**config.mk**
```make
export PLATFORM = sky130hd
export DESIGN_NAME = pss_peak_detector
export DESIGN_NICKNAME = d
export VERILOG_FILES = /design/src/pss_pkg.sv /design/src/pss_peak_detector.sv
export SDC_FILE = /design/constraint.sdc
export NUM_CORES = 1
export LEC_CHECK = 0
export ABC_CLOCK_PERIOD_IN_PS = 7000
export BUFFER_PORTS_ARGS = -buffer_cell sky130_fd_sc_hd__buf_2
export CAP_MARGIN = 20
export CORE_ASPECT_RATIO = 1.2
export CORE_MARGIN = 2
export CORE_UTILIZATION = 25
export CTS_CLUSTER_DIAMETER = 40
export DETAILED_ROUTE_END_ITERATION = 8
export PLACE_DENSITY_LB_ADDON = 0.05
export SLEW_MARGIN = 0
export SYNTH_ARGS = -nofsm -noshare
export SYNTH_HDL_FRONTEND = slang
export SYNTH_SLANG_ARGS = --single-unit
```
**constraint.sdc**
```tcl
create_clock -name clk_i -period 7 [get_ports clk_i]
set_clock_uncertainty 0.1 [all_clocks]
set_input_delay 1.4 -clock clk_i [delete_from_list [all_inputs] [get_ports clk_i]]
set_output_delay 1.4 -clock clk_i [all_outputs]
set_load 0.05 [all_outputs]
```
**src/pss_pkg.sv**
```systemverilog
package pss_pkg;

    // ------------------------------------------------
    // sample and correlation widths
    // ------------------------------------------------
    localparam int SAMPLE_W = 8;
    localparam int PSS_LEN  = 16;
    localparam int NUM_NID2 = 3;
    localparam int ACC_W    = 13;
    localparam int CORR_W   = 26;

    typedef struct packed {
        logic signed [SAMPLE_W-1:0] re;
        logic signed [SAMPLE_W-1:0] im;
    } iq_sample_t;

    typedef logic [CORR_W-1:0] corr_t;

    // bit k is the tap for the sample k steps old, 1 is +1 and 0 is -1
    localparam logic [NUM_NID2-1:0][PSS_LEN-1:0] PSS_SEQ = {
        16'h56E1,  // N_id_2 = 2
        16'h9C6B,  // N_id_2 = 1
        16'h3A5C   // N_id_2 = 0
    };

    // ------------------------------------------------
    // peak detection
    // ------------------------------------------------
    localparam int WINDOW_LEN   = 8;
    localparam int WINDOW_SHIFT = 3;
    localparam int DSHIFT_W     = 3;
    localparam int WIN_SUM_W    = CORR_W + WINDOW_SHIFT;
    // mean shifted by up to 7 bits
    localparam int THRESH_W     = CORR_W + 2**DSHIFT_W - 1;

    typedef struct packed {
        corr_t               noise_limit;
        logic [DSHIFT_W-1:0] detection_shift;
    } det_cfg_t;

    // ------------------------------------------------
    // decision and counters
    // ------------------------------------------------
    typedef enum logic [1:0] {
        SEARCH = 2'd0,
        FIND   = 2'd1,
        PAUSE  = 2'd2
    } pss_mode_e;

    typedef logic [1:0] nid2_t;

    typedef struct packed {
        logic  valid;
        nid2_t id;
    } nid2_result_t;

    localparam int CNT_W = 16;
    typedef logic [NUM_NID2-1:0][CNT_W-1:0] peak_counts_t;

    // ------------------------------------------------
    // register map
    // ------------------------------------------------
    localparam int AXI_AW = 5;

    localparam logic [AXI_AW-1:0] REG_ID    = 5'h00;
    localparam logic [AXI_AW-1:0] REG_NOISE = 5'h04;
    localparam logic [AXI_AW-1:0] REG_SHIFT = 5'h08;
    localparam logic [AXI_AW-1:0] REG_CNT0  = 5'h0C;
    localparam logic [AXI_AW-1:0] REG_CNT1  = 5'h10;
    localparam logic [AXI_AW-1:0] REG_CNT2  = 5'h14;

    localparam logic [31:0]         PSS_ID_VALUE = 32'h5053_5331;
    localparam corr_t               NOISE_RESET  = corr_t'(1000);
    localparam logic [DSHIFT_W-1:0] SHIFT_RESET  = 3'd3;

endpackage

```
**src/pss_peak_detector.sv**
```systemverilog
`timescale 1ns/1ps

module pss_peak_detector
    import pss_pkg::*;
(
    input  logic     clk_i,
    input  logic     reset_ni,
    input  corr_t    power_i,
    input  logic     power_valid_i,
    input  det_cfg_t cfg_i,
    output logic     peak_o
);

    corr_t                 window_q [WINDOW_LEN];
    logic [WIN_SUM_W-1:0]  sum_q;
    logic [WINDOW_SHIFT:0] fill_q;
    logic                  armed;
    corr_t                 mean;
    logic [THRESH_W-1:0]   threshold;
    logic                  hit;

    // armed once the window holds WINDOW_LEN earlier powers
    assign armed = (fill_q == (WINDOW_SHIFT + 1)'(WINDOW_LEN));

    assign mean      = corr_t'(sum_q >> WINDOW_SHIFT);
    assign threshold = THRESH_W'(mean) << cfg_i.detection_shift;

    assign hit = armed
              && (power_i > cfg_i.noise_limit)
              && (THRESH_W'(power_i) > threshold);

    // ------------------------------------------------
    // sliding window, pushed after the compare
    // ------------------------------------------------
    always_ff @(posedge clk_i) begin
        if (power_valid_i) begin
            window_q[0] <= power_i;
            for (int k = 1; k < WINDOW_LEN; k++) begin
                window_q[k] <= window_q[k-1];
            end
        end
    end

    always_ff @(posedge clk_i) begin
        if (!reset_ni) begin
            sum_q  <= '0;
            fill_q <= '0;
            peak_o <= 1'b0;
        end else begin
            peak_o <= power_valid_i && hit;
            if (power_valid_i) begin
                // oldest entry leaves only when the window is full
                sum_q <= sum_q + WIN_SUM_W'(power_i)
                       - (armed ? WIN_SUM_W'(window_q[WINDOW_LEN-1]) : '0);
                if (!armed) begin
                    fill_q <= fill_q + 1'b1;
                end
            end
        end
    end

endmodule

```
==> impl_results.md, run 1 <==
- Die area: 0.0498 mm2
- Type of destination of the critical path: flop
- Worst Hold Class: flop to flop
- Worst reg-to-reg path cell count: 17
- Synthesized-area fraction occupied by xor and xnor cells: 1.90%
- Endpoint of the worst hold-timing path: window_q[0][66]
- Standard-cell row count: 87
- Proportion of netlist area held by the largest area contributor: 52.0%
- Maximum number of pins on one net before global-route repair: 153
- Simple-gate area share of the yosys netlist: 7.49%
- Total detailed-routing wirelength: 28.2 mm
- CTS H-tree lvls: 2
- Post-CTS setup buffer count: 0
- Vias per std cell: 4.27
- Dominant combinational cell family by area after synthesis: adder cells
- Max incr delay on CP: 0.55 ns
- Detailed placer's ending HPWL: 18.9 mm
- Cell types occupying the most area after synthesis: edfxtp_1 52%, ha_1 8.7%, dfxtp_1 5.7%
- Main synth FF type: edfxtp_1
- Multiplexer share of the synthesized area: 7.03%
- TritonCTS clock tree: done
- Post-synthesis async set-or-reset flop share: 0%
- TritonCTS sink count: 242
- Final antenna diode count: 0
- Data required time of the critical path: 7.41 ns
- Total power density per cell area: 403 mW/mm2
- Cell count after synthesis: 910
- Floorplan die width: 204 um
- Area added between synthesis and finish: 23.4%
- Port buffer count: 58
- Leakage: 6.09 nW
- Insertion delay of the later-clocked pin in the worst-skew pair: 0.58 ns
- Initial detailed-routing violation count: 244
- EDFF count, synth: 208
- Reg2Reg Launch Point: fill_q[0]
- Post-Synthesis Cell Area: 0.0120 mm2
- Gp weighted congestion: 0.747
- Hold Buf Count CTS: 0
- Overall fraction of global-route tracks in use: 11.8%
- Hold slack final: 0.304 ns
- Master cell of the clock root buffer: clkbuf_16
- Critical path class: flop to flop
- Data arrival time of the critical path: 5.03 ns
- Adder-Cell Fraction of Synth Area: 13.0%
- Final Net Count: 1169
- Total negative setup slack: 0 ns
- Fmax: 216 MHz
- Post-layout total power: 5.97 mW
- Outcome: completed
- Ordered cell list for the critical path: inv_1 > ha_1 > and3b_1 > buf_4 > and2_1 > fa_1 > inv_1 > ha_1 > a21o_1 > a211o_1 > a2111o_1 > a21oi_2 > o21ai_1 > a21o_1 > a31oi_1 > mux2i_1 > mux2i_1
- Post-Syn Nets: 1077
- Global-route wire length before repair: 44.3 mm
- Tightest Pin Transition: 0.972 ns
- Source of the worst hold timing path: window_q[0][40]
- Cells on Worst Hold Path: 0
- Reg-to-Reg End: sum_q[28]
- Number of vias after detailed routing: 7117
- Register bit total from synthesis: 242
- Final hold viol count: 0
- Met2 track utilization from global routing: 19.5%
- Antenna violations before repair: 1
- Worst Setup Slack post-DPL: 2.10 ns
- Maximum buffer depth of the clock tree: 3
- Final cell utilization of the core: 31.3%
- Met3 capacity usage during global routing: 2.93%
- Minimum period implied by the final worst setup slack: 4.62 ns
- IR drop worst, VDD: 0.000208 V
- Most used routing layer in global routing: met2
- Average wire per standard cell: 16.9 um
- Die height: 244 um
- Core area: 0.0472 mm2
- Final number of setup-violating endpoints: 0
- Global routing met1 resource utilization: 14.8%
- Critical Path Start Type: flop
- Multi-input combinational cell area: 0.00446 mm2
- DRC violations left: 0
- Average cell area after synthesis: 13.2 um2
- Largest fanout on the critical path: 15
- Critical-path top delay cell: and3b_1
- Post-route clock period utilization: 66.0%
- Biggest area consumer among synthesized cells: edfxtp_1
- Commonest cells in the synthesized netlist: 208 x edfxtp_1, 139 x inv_1, 83 x ha_1
- Final Worst Setup Slack: 2.38 ns
- Post-synth cell types: 58
- Initial Util: 25.4%
- Relative slew slack: 35.2%
- Fraction of the mapped netlist area in compound gates: 7.79%
- Sequential cell area fraction in the yosys report: 57.7%
- Unrepaired setup endpoints after global routing: false
- Overflow left after global routing: 0
- Number of top-level design ports: 59
- Post-detailed-route count of antenna-violating nets: 0
- Clock slew at the register clock pins of the worst setup and hold paths: 0.05 ns
- Final count of pins violating max slew: 0
- Most common cell in the netlist: edfxtp_1
- Fillcell total: 4864
- Max-capacitance violation count: 0
- Number of CTS-inserted buffers: 51
- Number of warning messages in the yosys log: 0
- Post-cts resize count: 0
- Drt first pass iters: 6
- Proportion of layout cells with a drive suffix above 1: 16.0%
- Via count of the first global-routing pass: 7554
- Register area: 0.00693 mm2
- Register-to-register setup slack: 2.38 ns
[layout make-up]
type                    instances  area share, %
repair buffers                 62           2.32
clock inverters                37           3.24
well taps                     623           5.26
inverters                     139           3.52
clock buffers                  56           8.75
flip-flops and latches        242           46.8
multi-input cells             506           30.1
[cell families after synthesis]
kind of cell,count (synthesis)
DFF,242
and+or+nand+nor,163
buffers and inverters,162
AOI/OAI and AO/OA,140
adders and majority gates,109
muxes,68
xor gates and xnor gates,26
[through the flow]
| step | cells | instance area, um2 |
|---|---|---|
| 6_report | 1665 | 14800 |
| 5_1_grt | 1665 | 14800 |
| 4_1_cts | 1665 | 14800 |
| 3_5_place_dp | 1572 | 13000 |
| 3_3_place_gp | 1572 | 13000 |
| 2_1_floorplan | 910 | 12000 |
[worst max-delay path by stage]
stage | from | to | cells past startpoint
after detailed placement | power_i[1] | sum_q[28] | 14
after global routing | fill_q[0] | sum_q[28] | 17
final | fill_q[0] | sum_q[28] | 17
after global placement | power_i[1] | sum_q[21] | 14
after CTS | fill_q[0] | sum_q[28] | 17
after floorplan | cfg_i[1] | peak_o | 13
[where the power goes]
group	internal (mW)	switching (mW)
sequential	1.73	0.120
clock	1.65	0.836
combinational	0.710	0.925
[flip-flops by register name, indices dropped and copies added (netlist names)]
signal and flops:
fill_q 4, peak_o 1, window_q 208, sum_q 29
[critical path, delay by kind of cell, from the launching register on]
family | cells | cell delay (ns)
AND/OR/NAND/NOR | 2 | 0.73
multiplexers | 2 | 0.43
AO/OA/AOI/OAI | 7 | 1.60
flip-flops | 1 | 0.32
buffers and inverters | 3 | 0.53
adder cells (fa/ha/maj) | 3 | 0.82
[layout by cell type, fill, tap and decap left out, drive strengths merged, types with 4 or more instances in the layout]
cell type and n:
a211oi 5, a21o 28, a21oi 41, and2 35
buf 62, bufinv 8, clkbuf 56, clkinv 12
clkinvlp 5, dfxtp 34, edfxtp 208, fa 26
ha 83, inv 151, mux2i 55, mux4 13
nand2 30, nand2b 11, nand3 16, nand4 14
nor2 15, nor2b 23, nor3 5, o211a 4
o21ai 24, o21bai 4, xnor2 17, xor2 9
[metal layers]
metal | vias up | wire, um
met3 | 57 | 1140
li1 | 3473 | -
met1 | 3466 | 12500
met2 | 119 | 13800
met5 | - | 7
met4 | 2 | 738
Note: power is estimated with default switching activity, not from simulation.
==> run 2: changes to the inputs <==
--- a/config.mk
+++ b/config.mk
@@ -5,7 +5,8 @@
 export SDC_FILE = /design/constraint.sdc
 export NUM_CORES = 1
 export LEC_CHECK = 0
-export ABC_CLOCK_PERIOD_IN_PS = 7000
+export ABC_AREA = 1
+export ABC_CLOCK_PERIOD_IN_PS = 3900
 export BUFFER_PORTS_ARGS = -buffer_cell sky130_fd_sc_hd__buf_2
 export CAP_MARGIN = 20
 export CORE_ASPECT_RATIO = 1.2
==> constraint.sdc (replaced) <==
create_clock -name clk_i -period 3.9 [get_ports clk_i]
set_clock_uncertainty 0.1 [all_clocks]
set_input_delay 0.78 -clock clk_i [delete_from_list [all_inputs] [get_ports clk_i]]
set_output_delay 0.78 -clock clk_i [all_outputs]
set_load 0.05 [all_outputs]
==> impl_results.md, run 2 <==
- Number of CTS-inserted buffers: 46 (-9.8%)
- Initial detailed-routing violation count: 375 (+54%)
- Average wire per standard cell: 16.4 um (-3.2%)
- Outcome: completed
- Post-synth cell types: 41 (-29%)
- Largest registers: window_q (208), sum_q (29), fill_q (4)
- Most used cell, CP: inv_1
- Biggest area consumer among synthesized cells: edfxtp_1
- Vias per std cell: 4.21 (-1.6%)
- Critical-path top delay cell: fa_1
- Reg2Reg Launch Point: fill_q[0]
- Floorplan die width: 209 um (+2.5%)
- Ordered cell list for the critical path: inv_1 > ha_1 > nand2_1 > nor2_1 > clkinv_1 > buf_12 > nor2_1 > fa_1 > inv_1 > ha_1 > inv_1 > o21bai_1 > a21oi_1 > nand3_2 > a21oi_1 > o21ai_0 > o21ai_0 > inv_1
- Proportion of layout cells with a drive suffix above 1: 13.0% (-3.0 points)
- Most common cell after layout, fill and taps aside: nand2_1
- Final Net Count: 1564 (+34%)
- Cell type group with the largest total delay on the critical path: compound AO/OA/AOI/OAI gates
- Core area: 0.0501 mm2 (+6.1%)
- Post-route clock period utilization: 90.4% (+24 points)
- Worst Setup Slack post-DPL: 0.265 ns (-1.84 ns)
- CTS H-tree lvls: 2 (unchanged)
- Worst Hold Class: flop to flop
- Antenna violations before repair: 0 (-1)
- Commonest cells in the synthesized netlist: 255 x nand2_1, 254 x inv_1, 208 x edfxtp_1
- Initial Util: 25.2% (-0.23 points)
- Count of buffer and inverter cells on the critical path: 6 (+3)
- Number of vias after detailed routing: 8743 (+23%)
- Post-CTS setup buffer count: 0 (unchanged)
- Maximum buffer depth of the clock tree: 3 (unchanged)
- Source of the worst hold timing path: window_q[0][60]
- CP startpoint: fill_q[0]
- Critical path class: flop to flop
- Global-route wire length before repair: 52.4 mm (+18%)
- Critical Path Start Type: flop
- Data required time of the critical path: 4.25 ns (-3.16 ns)
- Die height: 250 um (+2.5%)
- Final antenna diode count: 0 (unchanged)
- Cell types occupying the most area after synthesis: edfxtp_1 50%, ha_1 8.2%, nand2_1 7.6%
- Cell count after synthesis: 1289 (+42%)
- Post-synthesis async set-or-reset flop share: 0% (unchanged)
- Clock slew at the register clock pins of the worst setup and hold paths: 0.06 ns (about the same)
- Number of warning messages in the yosys log: 0 (unchanged)
- Post-Synthesis Cell Area: 0.0126 mm2 (+5.1%)
- Unrepaired setup endpoints after global routing: false
- Register bit total from synthesis: 242 (unchanged)
- Number of flip-flops under the largest register name: 208 (unchanged)
- Area added between synthesis and finish: 22.8%
- Total detailed-routing wirelength: 34.0 mm (+21%)
- Max-capacitance violation count: 0 (unchanged)
- Post-layout total power: 9.29 mW (+56%)
- Total negative setup slack: 0 ns (unchanged)
- Tightest Pin Transition: 0.864 ns (-0.108 ns)
- Gp weighted congestion: 0.794 (+6.3%)
- EDFF count, synth: 208 (unchanged)
- Total power density per cell area: 600 mW/mm2 (+49%)
- Proportion of netlist area held by the largest area contributor: 49.5% (-2.5 points)
- Average cell area after synthesis: 9.79 um2 (-26%)
- Final standard cell count with taps included and fillers excluded: 2079 (+25%)
- IR drop worst, VDD: 0.000289 V (+39%)
- Data arrival time of the critical path: 3.87 ns (-1.16 ns)
- Final Worst Setup Slack: 0.374 ns (-2.00 ns)
- Max incr delay on CP: 0.45 ns (-0.10 ns)
- Hold Buf Count CTS: 0 (unchanged)
- Via count of the first global-routing pass: 8884 (+18%)
- Minimum period implied by the final worst setup slack: 3.53 ns (-1.10 ns)
- Leakage: 6.92 nW (+14%)
- Type of destination of the critical path: flop
- Die area: 0.0523 mm2 (+5.0%)
- Fmax: 284 MHz (+31%)
- Final hold viol count: 0 (unchanged)
- Cell count after placement: 1993 (+27%)
- Insertion delay of the later-clocked pin in the worst-skew pair: 0.56 ns (-0.02 ns)
- Overflow left after global routing: 0 (unchanged)
- Sequential cell area fraction in the yosys report: 54.9% (-2.8 points)
- Largest Register: window_q
- Overall fraction of global-route tracks in use: 13.4% (+1.6 points)
- Post-detailed-route count of antenna-violating nets: 0 (unchanged)
- TritonCTS sink count: 242 (unchanged)
- Relative slew slack: 42.4% (+7.2 points)
- TritonCTS clock tree: done
- DRC violations left: 0 (unchanged)
- Main synth FF type: edfxtp_1
- Final number of setup-violating endpoints: 0 (unchanged)
- Standard-cell row count: 90 (+3.4%)
- Drt first pass iters: 4 (-2)
- Detailed placer's ending HPWL: 25.6 mm (+35%)
- Port buffer count: 58 (unchanged)
- Number of top-level design ports: 59 (unchanged)
- Most common cell in the netlist: nand2_1
- Master cell of the clock root buffer: clkbuf_16
- Final count of pins violating max slew: 0 (unchanged)
- Post-Syn Nets: 1456 (+35%)
- Maximum number of pins on one net before global-route repair: 140 (-8.5%)
- Commonest non-fill, non-tap cells in the layout: 255 x nand2_1, 254 x inv_1, 208 x edfxtp_1
- Largest fanout on the critical path: 14 (-1)
==> run 2: changes by cell type after synthesis, moves of 44 or more <==
| cell | change |
|---|---|
| mux2i_1 | -48 |
| a21oi_1 | +44 |
| nand2_1 | +225 |
| inv_1 | +115 |
| o21ai_0 | +61 |
| nor2_1 | +79 |
==> run 2: logic make-up (layout without fill, tap and decap cells) <==
| kind of cell | Yosys count | count (layout) | share of synthesized area, % |
|---|---|---|---|
| buf+inv | 284 | 430 | 8.74 |
| simple gates | 434 | 434 | 14.2 |
| flops | 242 | 242 | 54.9 |
| xor+xnor | 15 | 15 | 1.04 |
| fa+ha+maj | 109 | 109 | 12.4 |
| compound gates | 198 | 198 | 8.20 |
| mux | 7 | 7 | 0.555 |
==> run 2: power breakdown <==
group          internal [mW]  switching (mW)
Clock                   2.77            1.41
Combinational          0.660            1.34
Sequential              3.04          0.0752
Total                   6.47            2.82
==> run 2: per-layer routing <==
layer | wire length [um] | up-vias | GRT usage [%]
met3 | 1070 | 55 | 2.29
met4 | 882 | 0 | 4.96
met2 | 16500 | 127 | 22.8
li1 | - | 4459 | -
met5 | 0 | - | 0
met1 | 15600 | 4102 | 16.9
==> run 2: stage by stage <==
stage / utilization, % / hold slack, ns / instance area, um2
global route: 30.9 / 0.314 / 15500
global placement: 27.6 / 0.300 / 13800
CTS: 30.9 / 0.308 / 15500
finish: 30.9 / 0.307 / 15500
floorplan: - / 0.300 / 12600
detailed placement: 27.6 / 0.305 / 13800
==> run 2: what timing repair did <==
action,CTS,global route
setup endpoints to repair,0,5
gates resized for setup,0,4
hold endpoints to repair,0,0
==> run 2: path summary, 6_finish.rpt <==
path | to | slack (ns) | cells past startpoint
setup / recovery | sum_q[16] | 0.37 | 18
hold / removal | window_q[0][86] | 0.31 | 0
setup reg to reg | sum_q[16] | 0.37 | 18
hold reg to reg | window_q[0][86] | 0.31 | 0
==> run 2: final cells by class <==
| cell class | count | area, um2 |
|---|---|---|
| timing repair buffer | 86 | 548 |
| clock inverter | 33 | 398 |
| inverter | 258 | 971 |
| multi-input combinational | 763 | 4600 |
| tap | 644 | 806 |
| clock buffer | 53 | 1240 |
| fill | 5266 | 34600 |
| sequential | 242 | 6930 |
==> run 3: changes to the inputs <==
--- a/config.mk
+++ b/config.mk
@@ -14,7 +14,7 @@
 export CORE_UTILIZATION = 25
 export CTS_CLUSTER_DIAMETER = 40
 export DETAILED_ROUTE_END_ITERATION = 8
-export PLACE_DENSITY_LB_ADDON = 0.05
+export PLACE_DENSITY_LB_ADDON = 0.2
 export SLEW_MARGIN = 0
 export SYNTH_ARGS = -nofsm -noshare
 export SYNTH_HDL_FRONTEND = slang
==> impl_results.md, run 3 (synthesized netlist as in run 2, its figures left out) <==
- Area added between synthesis and finish: 18.6%
- Final number of setup-violating endpoints: 0 (unchanged)
- Type of destination of the critical path: flop
- Maximum number of pins on one net before global-route repair: 132 (-5.7%)
- Die height: 250 um (unchanged)
- CTS H-tree lvls: 2 (unchanged)
- Detailed placer's ending HPWL: 22.9 mm (-10%)
- Die area: 0.0523 mm2 (unchanged)
- Post-CTS setup buffer count: 0 (unchanged)
- Source of the worst hold timing path: window_q[0][43]
- Critical Path Start Type: flop
- Post-cts resize count: 0 (unchanged)
- Maximum buffer depth of the clock tree: 3 (unchanged)
- Hold Buf Count CTS: 0 (unchanged)
- Number of top-level design ports: 59 (unchanged)
- Vias per std cell: 4.25 (+1.0%)
- Initial detailed-routing violation count: 502 (+34%)
- Tightest Pin Transition: 1.02 ns (+0.153 ns)
- Reg2Reg Launch Point: fill_q[1]
- Overflow left after global routing: 0 (unchanged)
- Cell count after placement: 1985 (-0.40%)
- Reg-to-Reg End: sum_q[17]
- Core area: 0.0501 mm2 (unchanged)
- Most common cell after layout, fill and taps aside: nand2_1
- Largest fanout on the critical path: 26 (+12)
- Average wire per standard cell: 15.0 um (-8.6%)
- Number of CTS-inserted buffers: 37 (-20%)
- DRC violations left: 0 (unchanged)
- P_sw: 2.57 mW (-8.8%)
- Number of flip-flops under the largest register name: 208 (unchanged)
- TritonCTS clock tree: done
- IR drop worst, VDD: 0.000278 V (-3.9%)
- Fillcell total: 5266 (unchanged)
- Largest registers: window_q (208), sum_q (29), fill_q (4)
- Final Net Count: 1547 (-1.1%)
- Gp weighted congestion: 0.834 (+5.0%)
- Critical path class: flop to flop
- Data required time of the critical path: 4.22 ns (-0.03 ns)
- Post-route clock period utilization: 89.9% (-0.52 points)
- Clock group share of total power: 38.2% (-6.8 points)
- Commonest non-fill, non-tap cells in the layout: 255 x nand2_1, 254 x inv_1, 208 x edfxtp_1
- Max incr delay on CP: 0.43 ns (-0.02 ns)
- Endpoint of the worst hold-timing path: window_q[0][69]
- Combinational cell fraction of total power: 23.8% (+2.2 points)
- Fraction of power consumed by sequential logic: 38.0% (+4.5 points)
- Proportion of layout cells with a drive suffix above 1: 11.1% (-2.0 points)
- Worst reg-to-reg path cell count: 20 (+2)
- Clock slew at the register clock pins of the worst setup and hold paths: 0.05 ns (about the same)
- Final antenna diode count: 0 (unchanged)
- Worst Setup Slack post-DPL: 0.288 ns (+0.0237 ns)
- Internal power component: 5.59 mW (-14%)
- Drt first pass iters: 5 (+1)
- Net switching fraction of the power: 31.5% (+1.1 points)
- Count of buffer and inverter cells on the critical path: 6 (unchanged)
- Antenna violations before repair: 1 (+1)
- Final standard cell count with taps included and fillers excluded: 2053 (-1.3%)
- Cell type group with the largest total delay on the critical path: simple AND/OR/NAND/NOR gates
- Most used cell, CP: nand2_1
- Minimum period implied by the final worst setup slack: 3.51 ns (-0.0202 ns)
- Master cell of the clock root buffer: clkbuf_16
- Relative slew slack: 32.2% (-10 points)
- Total detailed-routing wirelength: 30.7 mm (-9.7%)
- Floorplan die width: 209 um (unchanged)
- Cells on Worst Hold Path: 0 (unchanged)
- Standard-cell row count: 90 (unchanged)
- Data arrival time of the critical path: 3.82 ns (-0.05 ns)
- Worst Hold Class: flop to flop
- Final Worst Setup Slack: 0.394 ns (+0.0202 ns)
- Fmax: 285 MHz (+0.58%)
- Total negative setup slack: 0 ns (unchanged)
- Global-route wire length before repair: 48.9 mm (-6.6%)
- Insertion delay of the later-clocked pin in the worst-skew pair: 0.52 ns (-0.04 ns)
- Register-to-register setup slack: 0.39 ns (+0.02 ns)
- Number of vias after detailed routing: 8724 (-0.22%)
- Total power density per cell area: 546 mW/mm2 (-9.0%)
- Largest Register: window_q
- Leakage: 6.67 nW (-3.6%)
- Post-detailed-route count of antenna-violating nets: 0 (unchanged)
- Ordered cell list for the critical path: inv_1 > ha_1 > nand2_1 > nor2_1 > clkinv_1 > buf_12 > nor2_1 > fa_1 > inv_1 > ha_1 > nand2_1 > inv_1 > a21oi_1 > nand3_1 > nand3b_1 > nand2_1 > nand2_1 > nand2_1 > o21ai_0 > inv_1
- Overall fraction of global-route tracks in use: 12.1% (-1.3 points)
- Critical-path top delay cell: fa_1
- Unrepaired setup endpoints after global routing: false
- Via count of the first global-routing pass: 9105 (+2.5%)
- Final count of pins violating max slew: 0 (unchanged)
- Outcome: completed
- Final hold viol count: 0 (unchanged)
- Initial Util: 25.2% (unchanged)
- Max-capacitance violation count: 0 (unchanged)
- TritonCTS sink count: 242 (unchanged)
- Port buffer count: 58 (unchanged)
## run 3: changes by cell type in the layout (fill, tap and decap cells not counted)
cell,change
clkbuf_16,-10
buf_4,-8
bufinv_16,-6
clkinv_4,+5
a21oi_1,+4
a21oi_2,-4
clkinvlp_4,-3
inv_6,-3
clkbuf_1,+2
inv_8,-2
clkinv_1,-1
## run 3: per-stage QoR
| stage | util (%) | area (um2) | power [mW] | hold WS, ns |
|---|---|---|---|---|
| 2_1_floorplan | - | 12600 | 4.48 | 0.300 |
| 3_3_place_gp | 27.5 | 13800 | 5.11 | 0.301 |
| 4_1_cts | 29.9 | 15000 | 8.31 | 0.313 |
| 5_1_grt | 29.9 | 15000 | 8.71 | 0.316 |
| 3_5_place_dp | 27.5 | 13800 | 5.11 | 0.305 |
| 6_report | 29.9 | 15000 | 8.17 | 0.314 |
## run 3: how the worst max path moves through the flow
stage                           from        end  slack (ns)  cells past startpoint
after detailed placement    cfg_i[0]     peak_o        0.29                     15
after CTS                  fill_q[1]  sum_q[17]        0.36                     20
after global routing       fill_q[0]  sum_q[17]        0.01                     20
after floorplan            fill_q[0]  sum_q[26]        0.77                     22
after global placement    power_i[7]  sum_q[17]        0.29                     15
final                      fill_q[1]  sum_q[17]        0.39                     20
## run 3: power by group through the flow
stage	clock network, mW	logic, mW	registers, mW
CTS	3.24	1.97	3.11
global route	3.34	2.25	3.13
finish	3.12	1.94	3.10
floorplan	0	1.35	3.13
detailed placement	0	1.96	3.16
global placement	0	1.96	3.15
## run 3: cell type report
class                      count  area (um2)  area share [%]
clock buffer                  45         998            6.67
clock inverter                23         186            1.25
inverter                     258         971            6.49
multi-input combinational    763        4590            30.7
sequential                   242        6930            46.3
tap                          644         806            5.39
timing repair buffer          78         488            3.26
## run 3: routing by layer
| layer | part of all wire, % | GRT usage [%] | vias to the layer above | wire length, um |
|---|---|---|---|---|
| met5 | 0.023 | 0 | - | 7 |
| met2 | 49 | 20.9 | 152 | 15000 |
| met1 | 45 | 15.1 | 4106 | 14000 |
| met3 | 3.5 | 2.04 | 46 | 1070 |
| li1 | - | - | 4418 | - |
| met4 | 2.4 | 4.18 | 2 | 733 |
## run 3: worst reg2reg max path, cell delays in order (launching register included)
cell and delay [ns]:
dfxtp_1 0.32, inv_1 0.08, ha_1 0.14, nand2_1 0.05
nor2_1 0.18, clkinv_1 0.14, buf_12 0.19, nor2_1 0.13
fa_1 0.43, inv_1 0.07, ha_1 0.27, nand2_1 0.19
inv_1 0.06, a21oi_1 0.21, nand3_1 0.24, nand3b_1 0.16
nand2_1 0.11, nand2_1 0.08, nand2_1 0.04, o21ai_0 0.16
inv_1 0.05
